[src/verilog/fifo_cfg_pkg.sv]
`default_nettype none

// sizes of the byte fifo and the vector types that carry them.
package fifo_cfg_pkg;

    localparam int fifo_depth = 8; // number of entries in the storage array.

    localparam int data_width = 8; // one byte per entry.

    localparam int addr_width = 3; // wide enough to address every entry.

    // one stored byte, as it goes into and comes out of the array.
    typedef logic [data_width-1:0] data_t;

    // an entry address, used by both the write and the read pointer.
    typedef logic [addr_width-1:0] addr_t;

    // occupancy from 0 up to fifo_depth inclusive.
    // the extra top bit lets a completely full fifo be told apart from an empty one.
    typedef logic [addr_width:0] count_t;

endpackage : fifo_cfg_pkg

`default_nettype wire

[src/verilog/fifo_status_pkg.sv]
`default_nettype none

// request and status bundles that cross the fifo boundary.
package fifo_status_pkg;

    import fifo_cfg_pkg::*;

    // write side: the strobe travels with the byte it writes.
    typedef struct packed {
        logic  en;   // write strobe.
        data_t data; // byte to store when the strobe is accepted.
    } fifo_wr_t;

    // read side, kept as a struct to mirror the write side.
    typedef struct packed {
        logic en; // read strobe.
    } fifo_rd_t;

    // levels and pulses reported back to the writer and the reader.
    typedef struct packed {
        logic full;     // level, no further write is accepted.
        logic empty;    // level, no further read is accepted.
        logic overrun;  // one-cycle pulse after a refused write.
        logic underrun; // one-cycle pulse after a refused read.
    } fifo_status_t;

endpackage : fifo_status_pkg

`default_nettype wire

[src/verilog/fifo_mem.sv]
`timescale 1ns/1ns
`default_nettype none

// storage array with one write port and one registered read port.
module fifo_mem (
    input  wire                  clk,
    input  wire                  we,
    input  wire fifo_cfg_pkg::addr_t waddr,
    input  wire fifo_cfg_pkg::data_t wdata,
    input  wire                  re,
    input  wire fifo_cfg_pkg::addr_t raddr,
    output fifo_cfg_pkg::data_t  rdata,
    input  wire                  rst_n
);

    import fifo_cfg_pkg::*;

    data_t mem [fifo_depth]; // payload only, holds no control state.

    // write port.
    always_ff @(posedge clk) begin
        if (we) begin
            mem[waddr] <= wdata; // readable from the next edge on.
        end
    end

    // read port.
    // the output register only changes on an accepted read, so the last
    // byte read stays visible while the reader is idle or refused.
    always_ff @(posedge clk) begin
        if (rst_n) begin
            rdata <= '0;
        end else if (re) begin
            rdata <= mem[raddr]; // one cycle of read latency.
        end
    end

endmodule : fifo_mem

`default_nettype wire

[src/verilog/fifo_ctrl.sv]
`timescale 1ns/1ns
`default_nettype none

// pointers, occupancy and flags for the byte fifo.
module fifo_ctrl (
    input  wire                           clk,
    input  wire                           rst_n,
    input  wire                           wr_en,
    input  wire                           rd_en,
    output logic                          we,
    output fifo_cfg_pkg::addr_t           waddr,
    output logic                          re,
    output fifo_cfg_pkg::addr_t           raddr,
    output fifo_cfg_pkg::count_t          level,
    output fifo_status_pkg::fifo_status_t status
);

    import fifo_cfg_pkg::*;
    import fifo_status_pkg::*;

    addr_t        wr_ptr_q;   // next entry to write.
    addr_t        rd_ptr_q;   // oldest entry still stored.
    count_t       count_q;    // entries currently stored.
    count_t       count_next;
    fifo_status_t status_q;
    logic         wr_ok;
    logic         rd_ok;

    // advance a pointer by one entry, wrapping past the last one.
    function automatic addr_t ptr_inc(input addr_t ptr);
        addr_t nxt;
        if (ptr == addr_t'(fifo_depth - 1)) begin
            nxt = '0;
        end else begin
            nxt = ptr + addr_t'(1);
        end
        return nxt;
    endfunction

    // accept decisions.
    // both strobes are judged against the flags registered at the
    // previous edge, so a write into a full fifo is refused even when a
    // read is accepted at the same edge.
    assign wr_ok = wr_en & ~status_q.full;
    assign rd_ok = rd_en & ~status_q.empty;

    // memory port controls.
    assign we    = wr_ok;
    assign waddr = wr_ptr_q;
    assign re    = rd_ok;
    assign raddr = rd_ptr_q;

    // occupancy for the next cycle.
    always_comb begin
        count_next = count_q;
        case ({wr_ok, rd_ok})
            2'b10: begin
                count_next = count_q + count_t'(1); // write only.
            end
            2'b01: begin
                count_next = count_q - count_t'(1); // read only.
            end
            default: begin
                count_next = count_q; // idle, or a write and a read together.
            end
        endcase
    end

    // pointers.
    always_ff @(posedge clk) begin
        if (rst_n) begin
            wr_ptr_q <= '0;
            rd_ptr_q <= '0;
        end else begin
            if (wr_ok) begin
                wr_ptr_q <= ptr_inc(wr_ptr_q);
            end
            if (rd_ok) begin
                rd_ptr_q <= ptr_inc(rd_ptr_q);
            end
        end
    end

    // occupancy and levels.
    // full and empty come from the next count, so after an edge they
    // already include every request accepted at that edge.
    always_ff @(posedge clk) begin
        if (rst_n) begin
            count_q        <= '0;
            status_q.full  <= 1'b0;
            status_q.empty <= 1'b1;
        end else begin
            count_q        <= count_next;
            status_q.full  <= (count_next == count_t'(fifo_depth));
            status_q.empty <= (count_next == '0);
        end
    end

    // refusal pulses.
    // a refused strobe changes nothing but its own pulse, which is high
    // for exactly the cycle that follows the refusing edge.
    always_ff @(posedge clk) begin
        if (rst_n) begin
            status_q.overrun  <= 1'b0;
            status_q.underrun <= 1'b0;
        end else begin
            status_q.overrun  <= wr_en & status_q.full;
            status_q.underrun <= rd_en & status_q.empty;
        end
    end

    assign level  = count_q;
    assign status = status_q;

endmodule : fifo_ctrl

`default_nettype wire

[src/verilog/sync_fifo.sv]
`timescale 1ns/1ns
`default_nettype none

// synchronous byte fifo, 8 entries, one clock domain.
module sync_fifo (
    input  wire                           clk,
    input  wire                           rst_n,
    input  wire fifo_status_pkg::fifo_wr_t wr,
    input  wire fifo_status_pkg::fifo_rd_t rd,
    output fifo_cfg_pkg::data_t           rd_data,
    output fifo_status_pkg::fifo_status_t status,
    output fifo_cfg_pkg::count_t          level
);

    import fifo_cfg_pkg::*;

    // memory port controls from the control block.
    logic  mem_we;
    addr_t mem_waddr;
    logic  mem_re;
    addr_t mem_raddr;

    // pointers, count and flags.
    // only the strobes reach the control block; it never sees the data.
    fifo_ctrl u_ctrl (
        .clk    (clk),
        .rst_n  (rst_n),
        .wr_en  (wr.en),
        .rd_en  (rd.en),
        .we     (mem_we),
        .waddr  (mem_waddr),
        .re     (mem_re),
        .raddr  (mem_raddr),
        .level  (level),
        .status (status)
    );

    // byte storage.
    // the write byte goes straight in; the control block decides whether
    // it is stored and where.
    fifo_mem u_mem (
        .clk   (clk),
        .we    (mem_we),
        .waddr (mem_waddr),
        .wdata (wr.data),
        .re    (mem_re),
        .raddr (mem_raddr),
        .rdata (rd_data),
        .rst_n (rst_n)
    );

endmodule : sync_fifo

`default_nettype wire

[config.mk]
export PLATFORM = sky130hd
export DESIGN_NAME = sync_fifo
export DESIGN_NICKNAME = d
export VERILOG_FILES = /design/src/verilog/fifo_cfg_pkg.sv /design/src/verilog/fifo_status_pkg.sv /design/src/verilog/fifo_mem.sv /design/src/verilog/fifo_ctrl.sv /design/src/verilog/sync_fifo.sv
export SDC_FILE = /design/constraint.sdc
export NUM_CORES = 1
export LEC_CHECK = 0
export BUFFER_PORTS_ARGS = -buffer_cell sky130_fd_sc_hd__buf_2
export CORE_UTILIZATION = 63
export CTS_BUF_LIST = sky130_fd_sc_hd__clkbuf_16
export DETAILED_ROUTE_END_ITERATION = 12
export PLACE_DENSITY = 0.92
export SLEW_MARGIN = 20
export SYNTH_ARGS = -nofsm -noshare
export SYNTH_HDL_FRONTEND = slang
export SYNTH_SLANG_ARGS = --single-unit
[constraint.sdc]
create_clock -name clk -period 6.2 [get_ports clk]
set_input_delay 0.31 -clock clk [delete_from_list [all_inputs] [get_ports clk]]
set_output_delay 0.31 -clock clk [all_outputs]
set_load 0.1 [all_outputs]
# Word level (Yosys, flattened, before mapping)
# Memories as Yosys holds them, arrays and structs flattened. A register that Yosys moved wholly into a read port is not among the register bits.
# Index checks and enable logic that the tools add are counted.
# W data, S select, Z words.
[totals] reg_bits=14 ramBits=64 input_bits=12 wordCells=29 n_memories=1
[op_classes] n_addsub=4 n_eq_ne=5 n_mux=5 n_bitwise=6 n_reduce_logical=1
[memory_table] memory="u_mem.mem" words=8 width=8 rd=1 rd_ports_with_merged_regs=1 wr=1 line="fifo_mem.sv:18" source="data_t mem [fifo_depth];"
[ops] op="$pmux W4 S2" n=1
[ops] op="$add A3 B1 Y3 const B" n=2
[ops] op="$eq A3 B3 Y1 const B" n=2
[ops] op="$mux W3" n=2
[ops] op="$add A4 B1 Y4 const B" n=1
[ops] op="$and A1 B1 Y1" n=4
[ops] op="$eq A4 B4 Y1 const B" n=1
[ops] op="$logic_not A4 Y1" n=1
[ops] op="$sub A4 B1 Y4 const B" n=1
[ops] op="$eq A2 B1 Y1 const B" n=1
[ops] op="$eq A2 B2 Y1 const B" n=1
[ops] op="$mux W1" n=2
[ops] op="$not A1 Y1" n=2

# Longest topological paths before layout
# Gate-level depths: netlist (run 1).
[logic_depth] depth_word=5 mapped_depth=12

# Modules after synthesis
# Synthesis (run 1) repeated with hierarchy kept, for this count alone.
[hier_totals] cells_unflattened=240 area_unflattened_um2=3514.6
[modules_own_cells] mod="fifo_mem" instances=1 cells_each=162 area_each_um2=2812.7 seq_area_each_um2=2082.0
[modules_own_cells] mod="fifo_ctrl" instances=1 cells_each=78 area_each_um2=701.9 seq_area_each_um2=280.3

# Worst setup path before layout (run 1)
# OpenSTA, ideal clock, no wires.
[synth_path] kind="reg2reg" from="reg u_ctrl.status_q, in the netlist u_ctrl.status[3]" to="reg u_ctrl.status_q, in the netlist u_ctrl.status[2]" setup_ps=115 arrival_time_ps=2749 required_time_ps=6085 setup_slack_ps=3335 path_stages_with_launch=10 n_path_buf=1 path_cell_list="dfxtp_1 and2b_2 inv_2 clkbuf_1 ha_1 and4b_1 o22ai_1 a221oi_2 xnor2_1 a31o_1"
[synth_between] elab_chain_len=5
[synth_rtl] element="start: declaration" line="fifo_ctrl.sv:25" source="fifo_status_t status_q;"
[synth_rtl] element="$not A1 Y1 *" line="fifo_ctrl.sv:44" source="assign wr_ok = wr_en & ~status_q.full;"
[synth_rtl] element="$and A1 B1 Y1 *" line="fifo_ctrl.sv:44"
[synth_rtl] element="$eq A2 B1 Y1 / $eq A2 B2 Y1 (equally long branches)" line="fifo_ctrl.sv:56" source="case ({wr_ok, rd_ok})"
[synth_rtl] element="$pmux W4 S2 *" line="fifo_ctrl.sv:56"
[synth_rtl] element="$logic_not A4 Y1 *" line="fifo_ctrl.sv:95" source="status_q.empty <= (count_next == '0);"
# Mark *: on every way between the ends. The rest lies on a longest branch, timed or not.
# A chain may end at the register's enable or synchronous reset.

# Worst setup path after layout (run 1)
[layout_path] from="reg u_ctrl.status_q, in the netlist u_ctrl.status[2]" to="reg u_ctrl.status_q, in the netlist u_ctrl.status[3]"
[layout_between] elab_chain_len=5
[layout_rtl] element="$not A1 Y1 *" line="fifo_ctrl.sv:45" source="assign rd_ok = rd_en & ~status_q.empty;"
[layout_rtl] element="$and A1 B1 Y1 *" line="fifo_ctrl.sv:45"
[layout_rtl] element="$eq A2 B1 Y1 / $eq A2 B2 Y1 (equally long branches)" line="fifo_ctrl.sv:56"
[layout_rtl] element="$pmux W4 S2 *" line="fifo_ctrl.sv:56"
[layout_rtl] element="$eq A4 B4 Y1 *" line="fifo_ctrl.sv:94" source="status_q.full <= (count_next == count_t'(fifo_depth));"
# Marked as above.

==> results of run 1 <==
## cell usage after synthesis (2+ instances only)
cell and instances:
nor2_1 18, nand2_1 12, nor3b_1 2, xnor2_1 3
inv_2 2, nand2b_1 5, clkbuf_1 6, o22ai_1 2
ha_1 6, a21oi_1 7, edfxtp_1 64, mux4_2 16
nor3_1 8, buf_4 3, dfxtp_1 22, a211oi_1 8
mux2i_1 9, buf_2 2
## per-stage QoR
step           utilization  total power [mW]  cell area (sq um)  cells
3_3_place_gp         0.698             0.998               3590    298
5_1_grt              0.756              1.58               3890    314
4_1_cts              0.756              1.53               3890    314
3_5_place_dp         0.698              1.01               3590    298
2_1_floorplan            -             0.954               3380    207
6_report             0.756              1.53               3890    314
## where the power goes
| group | switching, mW | total, mW | internal, mW |
|---|---|---|---|
| registers | 0.0264 | 0.680 | 0.653 |
| clock network | 0.217 | 0.530 | 0.313 |
| logic | 0.232 | 0.319 | 0.0870 |
| total | 0.476 | 1.53 | 1.05 |
## kinds of logic (layout without fill, tap and decap cells)
family,after synthesis,count (layout),share of synthesized area
adders and majority gates,6,6,0.0222
xor gates and xnor gates,3,3,0.00777
DFF,86,86,0.699
buffers and inverters,14,51,0.0196
muxes,25,25,0.133
and+or+nand+nor,51,51,0.0740
AOI/OAI and AO/OA,22,22,0.0444
## flip-flops by register name, summed over array words and instances (netlist names)
| name | flops |
|---|---|
| u_ctrl.raddr | 3 |
| u_ctrl.level | 4 |
| u_mem.rdata | 8 |
| u_ctrl.status | 4 |
| u_ctrl.waddr | 3 |
| u_mem.mem | 64 |
## metal layers
metal  part of all wire  global-route usage  vias to the layer above  routed length [um]
met5                  0                   0                        -                   0
met4              0.038               0.167                        0                 241
met3              0.052              0.0669                       15                 332
met2               0.50               0.417                       62                3240
met1               0.41               0.321                      944                2600
li1                   -                   -                      872                   -
## worst max-delay path: stages, from the launching register on
cell and delay (ns):
dfxtp_1 0.32, nand2b_1 0.28, inv_2 0.33, nand2_1 0.11, xnor2_1 0.14, ha_1 0.18
a21oi_1 0.15, a21boi_1 0.18, nor3_1 0.08, xnor2_1 0.25, nor4bb_1 0.22
## cell usage in the layout, fill, tap and decap left out, types with 2 or more instances in the layout
master	count
dfxtp_1	22
a21oi_1	7
a211oi_1	8
mux2i_1	9
xnor2_1	3
nor3b_1	2
nor2_1	18
mux4_2	16
clkbuf_16	9
buf_2	27
nand2b_1	5
inv_2	2
o22ai_1	2
nor3_1	8
nand2_1	12
inv_6	2
ha_1	6
buf_4	6
edfxtp_1	64
## layout make-up
| cell class | instances | area share |
|---|---|---|
| well taps | 70 | 0.0225 |
| clock inverters | 7 | 0.0187 |
| clock buffers | 9 | 0.0579 |
| inverters | 2 | 0.00193 |
| flip-flops and latches | 86 | 0.608 |
| multi-input cells | 107 | 0.245 |
| repair buffers | 33 | 0.0463 |
## worst paths after layout
check	end	slack [ns]	cells past startpoint
hold / removal	u_ctrl.status[1]	0.20	3
setup / recovery	u_ctrl.status[3]	3.87	10
setup reg to reg	u_ctrl.status[3]	3.87	10
hold reg to reg	u_ctrl.status[0]	0.46	2
==> flow_summary.json, run 1 <==
{
  "wl_um": 6420,
  "drtIter0Drc": 98,
  "regArea_sq_um": 2360,
  "crit_path_max_fanout": 22,
  "clock_latency_ns": 0.34,
  "fillers": 307,
  "async_flop_share": 0,
  "drtPass1Iterations": 4,
  "fin_ws_ns": 3.87,
  "num_rows": 26,
  "multi_input_area_sq_um": 952,
  "final_hold_viol_count": 0,
  "grt_pass1_wl_um": 9710,
  "cts_resized": 0,
  "synthCells": 207,
  "synth_seq_cells": 86,
  "finalHoldWorstSlack_ns": 0.203,
  "slew_viol_final": 0,
  "avgSynthCellArea_sq_um": 16.3,
  "syn_nets": 225,
  "clock_sinks": 86,
  "worstMarginPinSlew_ns": 0.838,
  "portBuffers": 27,
  "min_from": "wr[8]",
  "critPathLaunchType": "register",
  "ant_nets": 0,
  "synth_edf_count": 64,
  "pwr_density_cell_nw_per_um2": 393,
  "relSlewSlack": 0.441,
  "die_w_um": 75.3,
  "start_util": 0.658,
  "end_kind": "register",
  "drc": 0,
  "status": "completed",
  "grt_pass1_vias": 1888,
  "cts_buffers": 9,
  "top_level_ports": 28,
  "fin_crit_sh": 0.376,
  "num_vias": 1893,
  "hp-class": "in2reg",
  "h-tree-depth": 3,
  "core_area_sq_um": 5140,
  "crit_start": "u_ctrl.status[2]",
  "diodes": 0,
  "yosysTopAreaCell": "edfxtp_1",
  "clockBufferDepth": 2,
  "peakVddDrop_mv": 0.270,
  "viasPerCell": 6.03,
  "required_ns": 6.45,
  "dp_slack_ns": 3.91,
  "max-cap-violations": 0,
  "synth_warnings": 0,
  "leakage_nw": 1.35,
  "r2r-start": "u_ctrl.status[2]",
  "rsz0062_at_grt": "false",
  "netlist.area_leader.share": 0.568,
  "worstSetupPathType": "reg2reg",
  "hold_buffers": 0,
  "grt.total_usage": 0.261,
  "area_delta_synth_final_pct": 15.0,
  "dp_hpwl_um": 3930,
  "skew_ns": 0.00524,
  "max_freq_mhz": 429,
  "ys_types": 30,
  "synth.area.top_cells": "edfxtp_1 57%, dfxtp_1 13%, mux4_2 11%",
  "grt_overflow": 0,
  "cts_tree": "done",
  "grt_max_degree": 23,
  "die_area_sq_um": 5660,
  "tns_ns": 0,
  "place_congestion": 0.776,
  "fin_nets": 257,
  "clkTransAtPathRegs_ns": 0.06,
  "routedWlPerCell_um": 20.4,
  "drive_gt1_frac": 0.279,
  "ys_seq_area_frac": 0.699,
  "netlist_area_sq_um": 3380,
  "post_cts_buffers": 0,
  "finalSetupViolations": 0,
  "synth_ff_type": "edfxtp_1",
  "antenna_found_initial": 0,
  "fin_crit_ns": 2.33,
  "crit_arrival_ns": 2.58,
  "die_h_um": 75.3,
  "clockRootBuffer": "clkbuf_16"
}
No activity file was read; power rests on OpenSTA's default activity.
==> run 2: changes to the inputs <==
--- a/config.mk
+++ b/config.mk
@@ -5,11 +5,12 @@
 export SDC_FILE = /design/constraint.sdc
 export NUM_CORES = 1
 export LEC_CHECK = 0
+export ABC_AREA = 1
 export BUFFER_PORTS_ARGS = -buffer_cell sky130_fd_sc_hd__buf_2
-export CORE_UTILIZATION = 63
+export CORE_UTILIZATION = 53
 export CTS_BUF_LIST = sky130_fd_sc_hd__clkbuf_16
 export DETAILED_ROUTE_END_ITERATION = 12
-export PLACE_DENSITY = 0.92
+export PLACE_DENSITY = 0.84
 export SLEW_MARGIN = 20
 export SYNTH_ARGS = -nofsm -noshare
 export SYNTH_HDL_FRONTEND = slang
==> constraint.sdc (replaced) <==
create_clock -name clk -period 2.1 [get_ports clk]
set_input_delay 0.105 -clock clk [delete_from_list [all_inputs] [get_ports clk]]
set_output_delay 0.105 -clock clk [all_outputs]
set_load 0.1 [all_outputs]
==> run 2 against run 1 <==
Effect of this change: design area grew 4.2%; clock-buffer cell count stayed put; flip-flop and latch count is the same; final cell count rose by 33%; routed wire length rose by 19%; via count grew 29%; critical endpoint is now u_ctrl.status[2]; highest routed layer unchanged.
==> flow_summary.json, run 2 <==
{
  "status": "completed",
  "final_hold_viol_count": 0,
  "critPathLaunchType": "register",
  "h-tree-depth": 3,
  "clockBufferDepth": 2,
  "skew_ns": 0.00488,
  "top_regs": "u_mem.mem x64, u_mem.rdata x8",
  "synth_most_common_cell": "edfxtp_1",
  "final_cell_mix": "64 x edfxtp_1, 52 x nor2_1, 32 x o21ai_0",
  "ant_nets": 0,
  "cpMostUsedCell": "nand2_1",
  "max-cap-violations": 0,
  "die_area_sq_um": 6850,
  "crit_arrival_ns": 2.12,
  "avgSynthCellArea_sq_um": 11.6,
  "async_flop_share": 0,
  "regArea_sq_um": 2370,
  "pwr_density_cell_nw_per_um2": 1440,
  "ys_types": 27,
  "finalSetupViolations": 0,
  "die_h_um": 82.8,
  "netlist_area_sq_um": 3460,
  "clkTransAtPathRegs_ns": 0.07,
  "post_cts_buffers": 0,
  "wl_um": 7640,
  "synth_ff_type": "edfxtp_1",
  "fillers": 466,
  "peakVddDrop_mv": 1.40,
  "rsz0062_at_grt": "false",
  "tns_ns": 0,
  "multi_input_area_sq_um": 948,
  "worstSetupPathType": "reg2reg",
  "cp_cell_sequence": "inv_2, nand2_4, nand2_1, nand2_1, nand2_1, inv_1, ha_1, o21ai_0, nand2_1, nand3b_1, nand2_1, inv_1, a21oi_2",
  "slew_viol_final": 0,
  "diodes": 0,
  "num_rows": 29,
  "drtPass1Iterations": 4,
  "netlist.area_leader.share": 0.556,
  "area_delta_synth_final_pct": 17.1,
  "synth_common_cells": "64 x edfxtp_1, 52 x nor2_1, 32 x o21ai_0",
  "slowest_delay_ns": 0.34,
  "grt_overflow": 0,
  "place_congestion": 0.810,
  "cts_tree": "done",
  "drtIter0Drc": 190,
  "post-route-util": 0.641,
  "cts_buffers": 9,
  "clockRootBuffer": "clkbuf_16",
  "grt.total_usage": 0.246,
  "top_level_ports": 28,
  "r2r_cells": 13,
  "fin_crit_sh": 0.877,
  "drive_gt1_frac": 0.200,
  "max_freq_mhz": 543,
  "grt_max_degree": 34,
  "hold_buffers": 0,
  "final_common_cell": "edfxtp_1",
  "cts_resized": 0,
  "critPathSlowestCell": "dfxtp_2",
  "largest_reg_flops": 64,
  "num_vias": 2437,
  "start_util": 0.548,
  "core_area_sq_um": 6310,
  "grt_pass1_vias": 2329,
  "end_kind": "register",
  "antenna_found_initial": 0,
  "routedWlPerCell_um": 18.3,
  "dp_hpwl_um": 4680,
  "synth_warnings": 0,
  "relSlewSlack": 0.639,
  "synth_seq_cells": 86,
  "ys_seq_area_frac": 0.683,
  "portBuffers": 27,
  "largest-register": "u_mem.mem",
  "yosysTopAreaCell": "edfxtp_1",
  "drc": 0,
  "fin_crit_ns": 1.84,
  "required_ns": 2.37,
  "synthCells": 299,
  "die_w_um": 82.8,
  "fin_nets": 353,
  "crit_path_max_fanout": 9,
  "synth.area.top_cells": "edfxtp_1 56%, dfxtp_1 13%, nor2_1 5.6%",
  "leakage_nw": 1.56,
  "viasPerCell": 5.84,
  "clock_latency_ns": 0.34,
  "hp-class": "in2reg",
  "holdPathStages": 3,
  "clock_sinks": 86,
  "worstMarginPinSlew_ns": 0.540,
  "synth_edf_count": 64,
  "syn_nets": 317,
  "grt_pass1_wl_um": 11500
}
run 2: changes by cell type after synthesis, sizes merged, moves of 9 or more:
cell / change
o21ai: +53
nor2: +35
inv: +19
mux4: -16
nand2: +10
mux2i: -9
run 2: routing by layer:
layer	vias to the layer above	GRT usage	share of wire
met1	1169	0.274	0.39
met2	109	0.435	0.51
met5	-	0	0
met4	0	0.152	0.034
li1	1137	-	-
met3	22	0.0451	0.065
run 2: cells by family (layout without fill, tap and decap cells):
kind of cell | Yosys count | in the layout | synth area share
XOR/XNOR | 2 | 2 | 0.00507
buffers and inverters | 34 | 75 | 0.0423
AO/OA/AOI/OAI | 87 | 87 | 0.141
flip-flops | 86 | 86 | 0.683
adder cells (fa/ha/maj) | 6 | 6 | 0.0217
AND/OR/NAND/NOR | 84 | 84 | 0.107
run 2: layout make-up:
class	instances	area share
timing repair buffer	38	0.0538
tap	77	0.0238
clock buffer	9	0.0556
multi-input combinational	179	0.234
clock inverter	7	0.0287
inverter	21	0.0195
sequential	86	0.584
run 2: worst max-delay path, delay by kind of cell (launching register included):
kind,cells,cell delay (ns)
AND/OR/NAND/NOR,7,0.68
flip-flops,1,0.34
AO/OA/AOI/OAI,2,0.32
adder cells (fa/ha/maj),1,0.26
buffers and inverters,3,0.18
run 2: stage by stage:
step / hold slack (ns) / instance area, sq um / worst slack (ns) / instances / power, mW
floorplan: 0.204 / 3460 / 0.0229 / 299 / 3.66
CTS: 0.00437 / 4050 / 0.277 / 417 / 5.84
global route: 0.0140 / 4050 / 0.125 / 417 / 6.06
global placement: 0.359 / 3710 / 0.403 / 401 / 3.96
detailed placement: 0.358 / 3710 / 0.297 / 401 / 4.04
finish: 0.00877 / 4050 / 0.257 / 417 / 5.83
run 2: power breakdown:
group | leakage (nW) | switching [mW] | internal (mW) | total [mW]
Sequential | 0.763 | 0.145 | 2.03 | 2.18
Clock | 0.167 | 0.718 | 1.08 | 1.79
Combinational | 0.634 | 1.44 | 0.420 | 1.86
Total | 1.56 | 2.31 | 3.53 | 5.83
run 2: worst paths after layout:
path | start | end | slack [ns]
worst max-delay path | u_ctrl.status[3] | u_ctrl.status[2] | 0.26
worst min-delay path | rd | u_ctrl.status[0] | 0.009
worst max register to register | u_ctrl.status[3] | u_ctrl.status[2] | 0.26
worst min register to register | u_ctrl.status[3] | u_ctrl.status[1] | 0.47
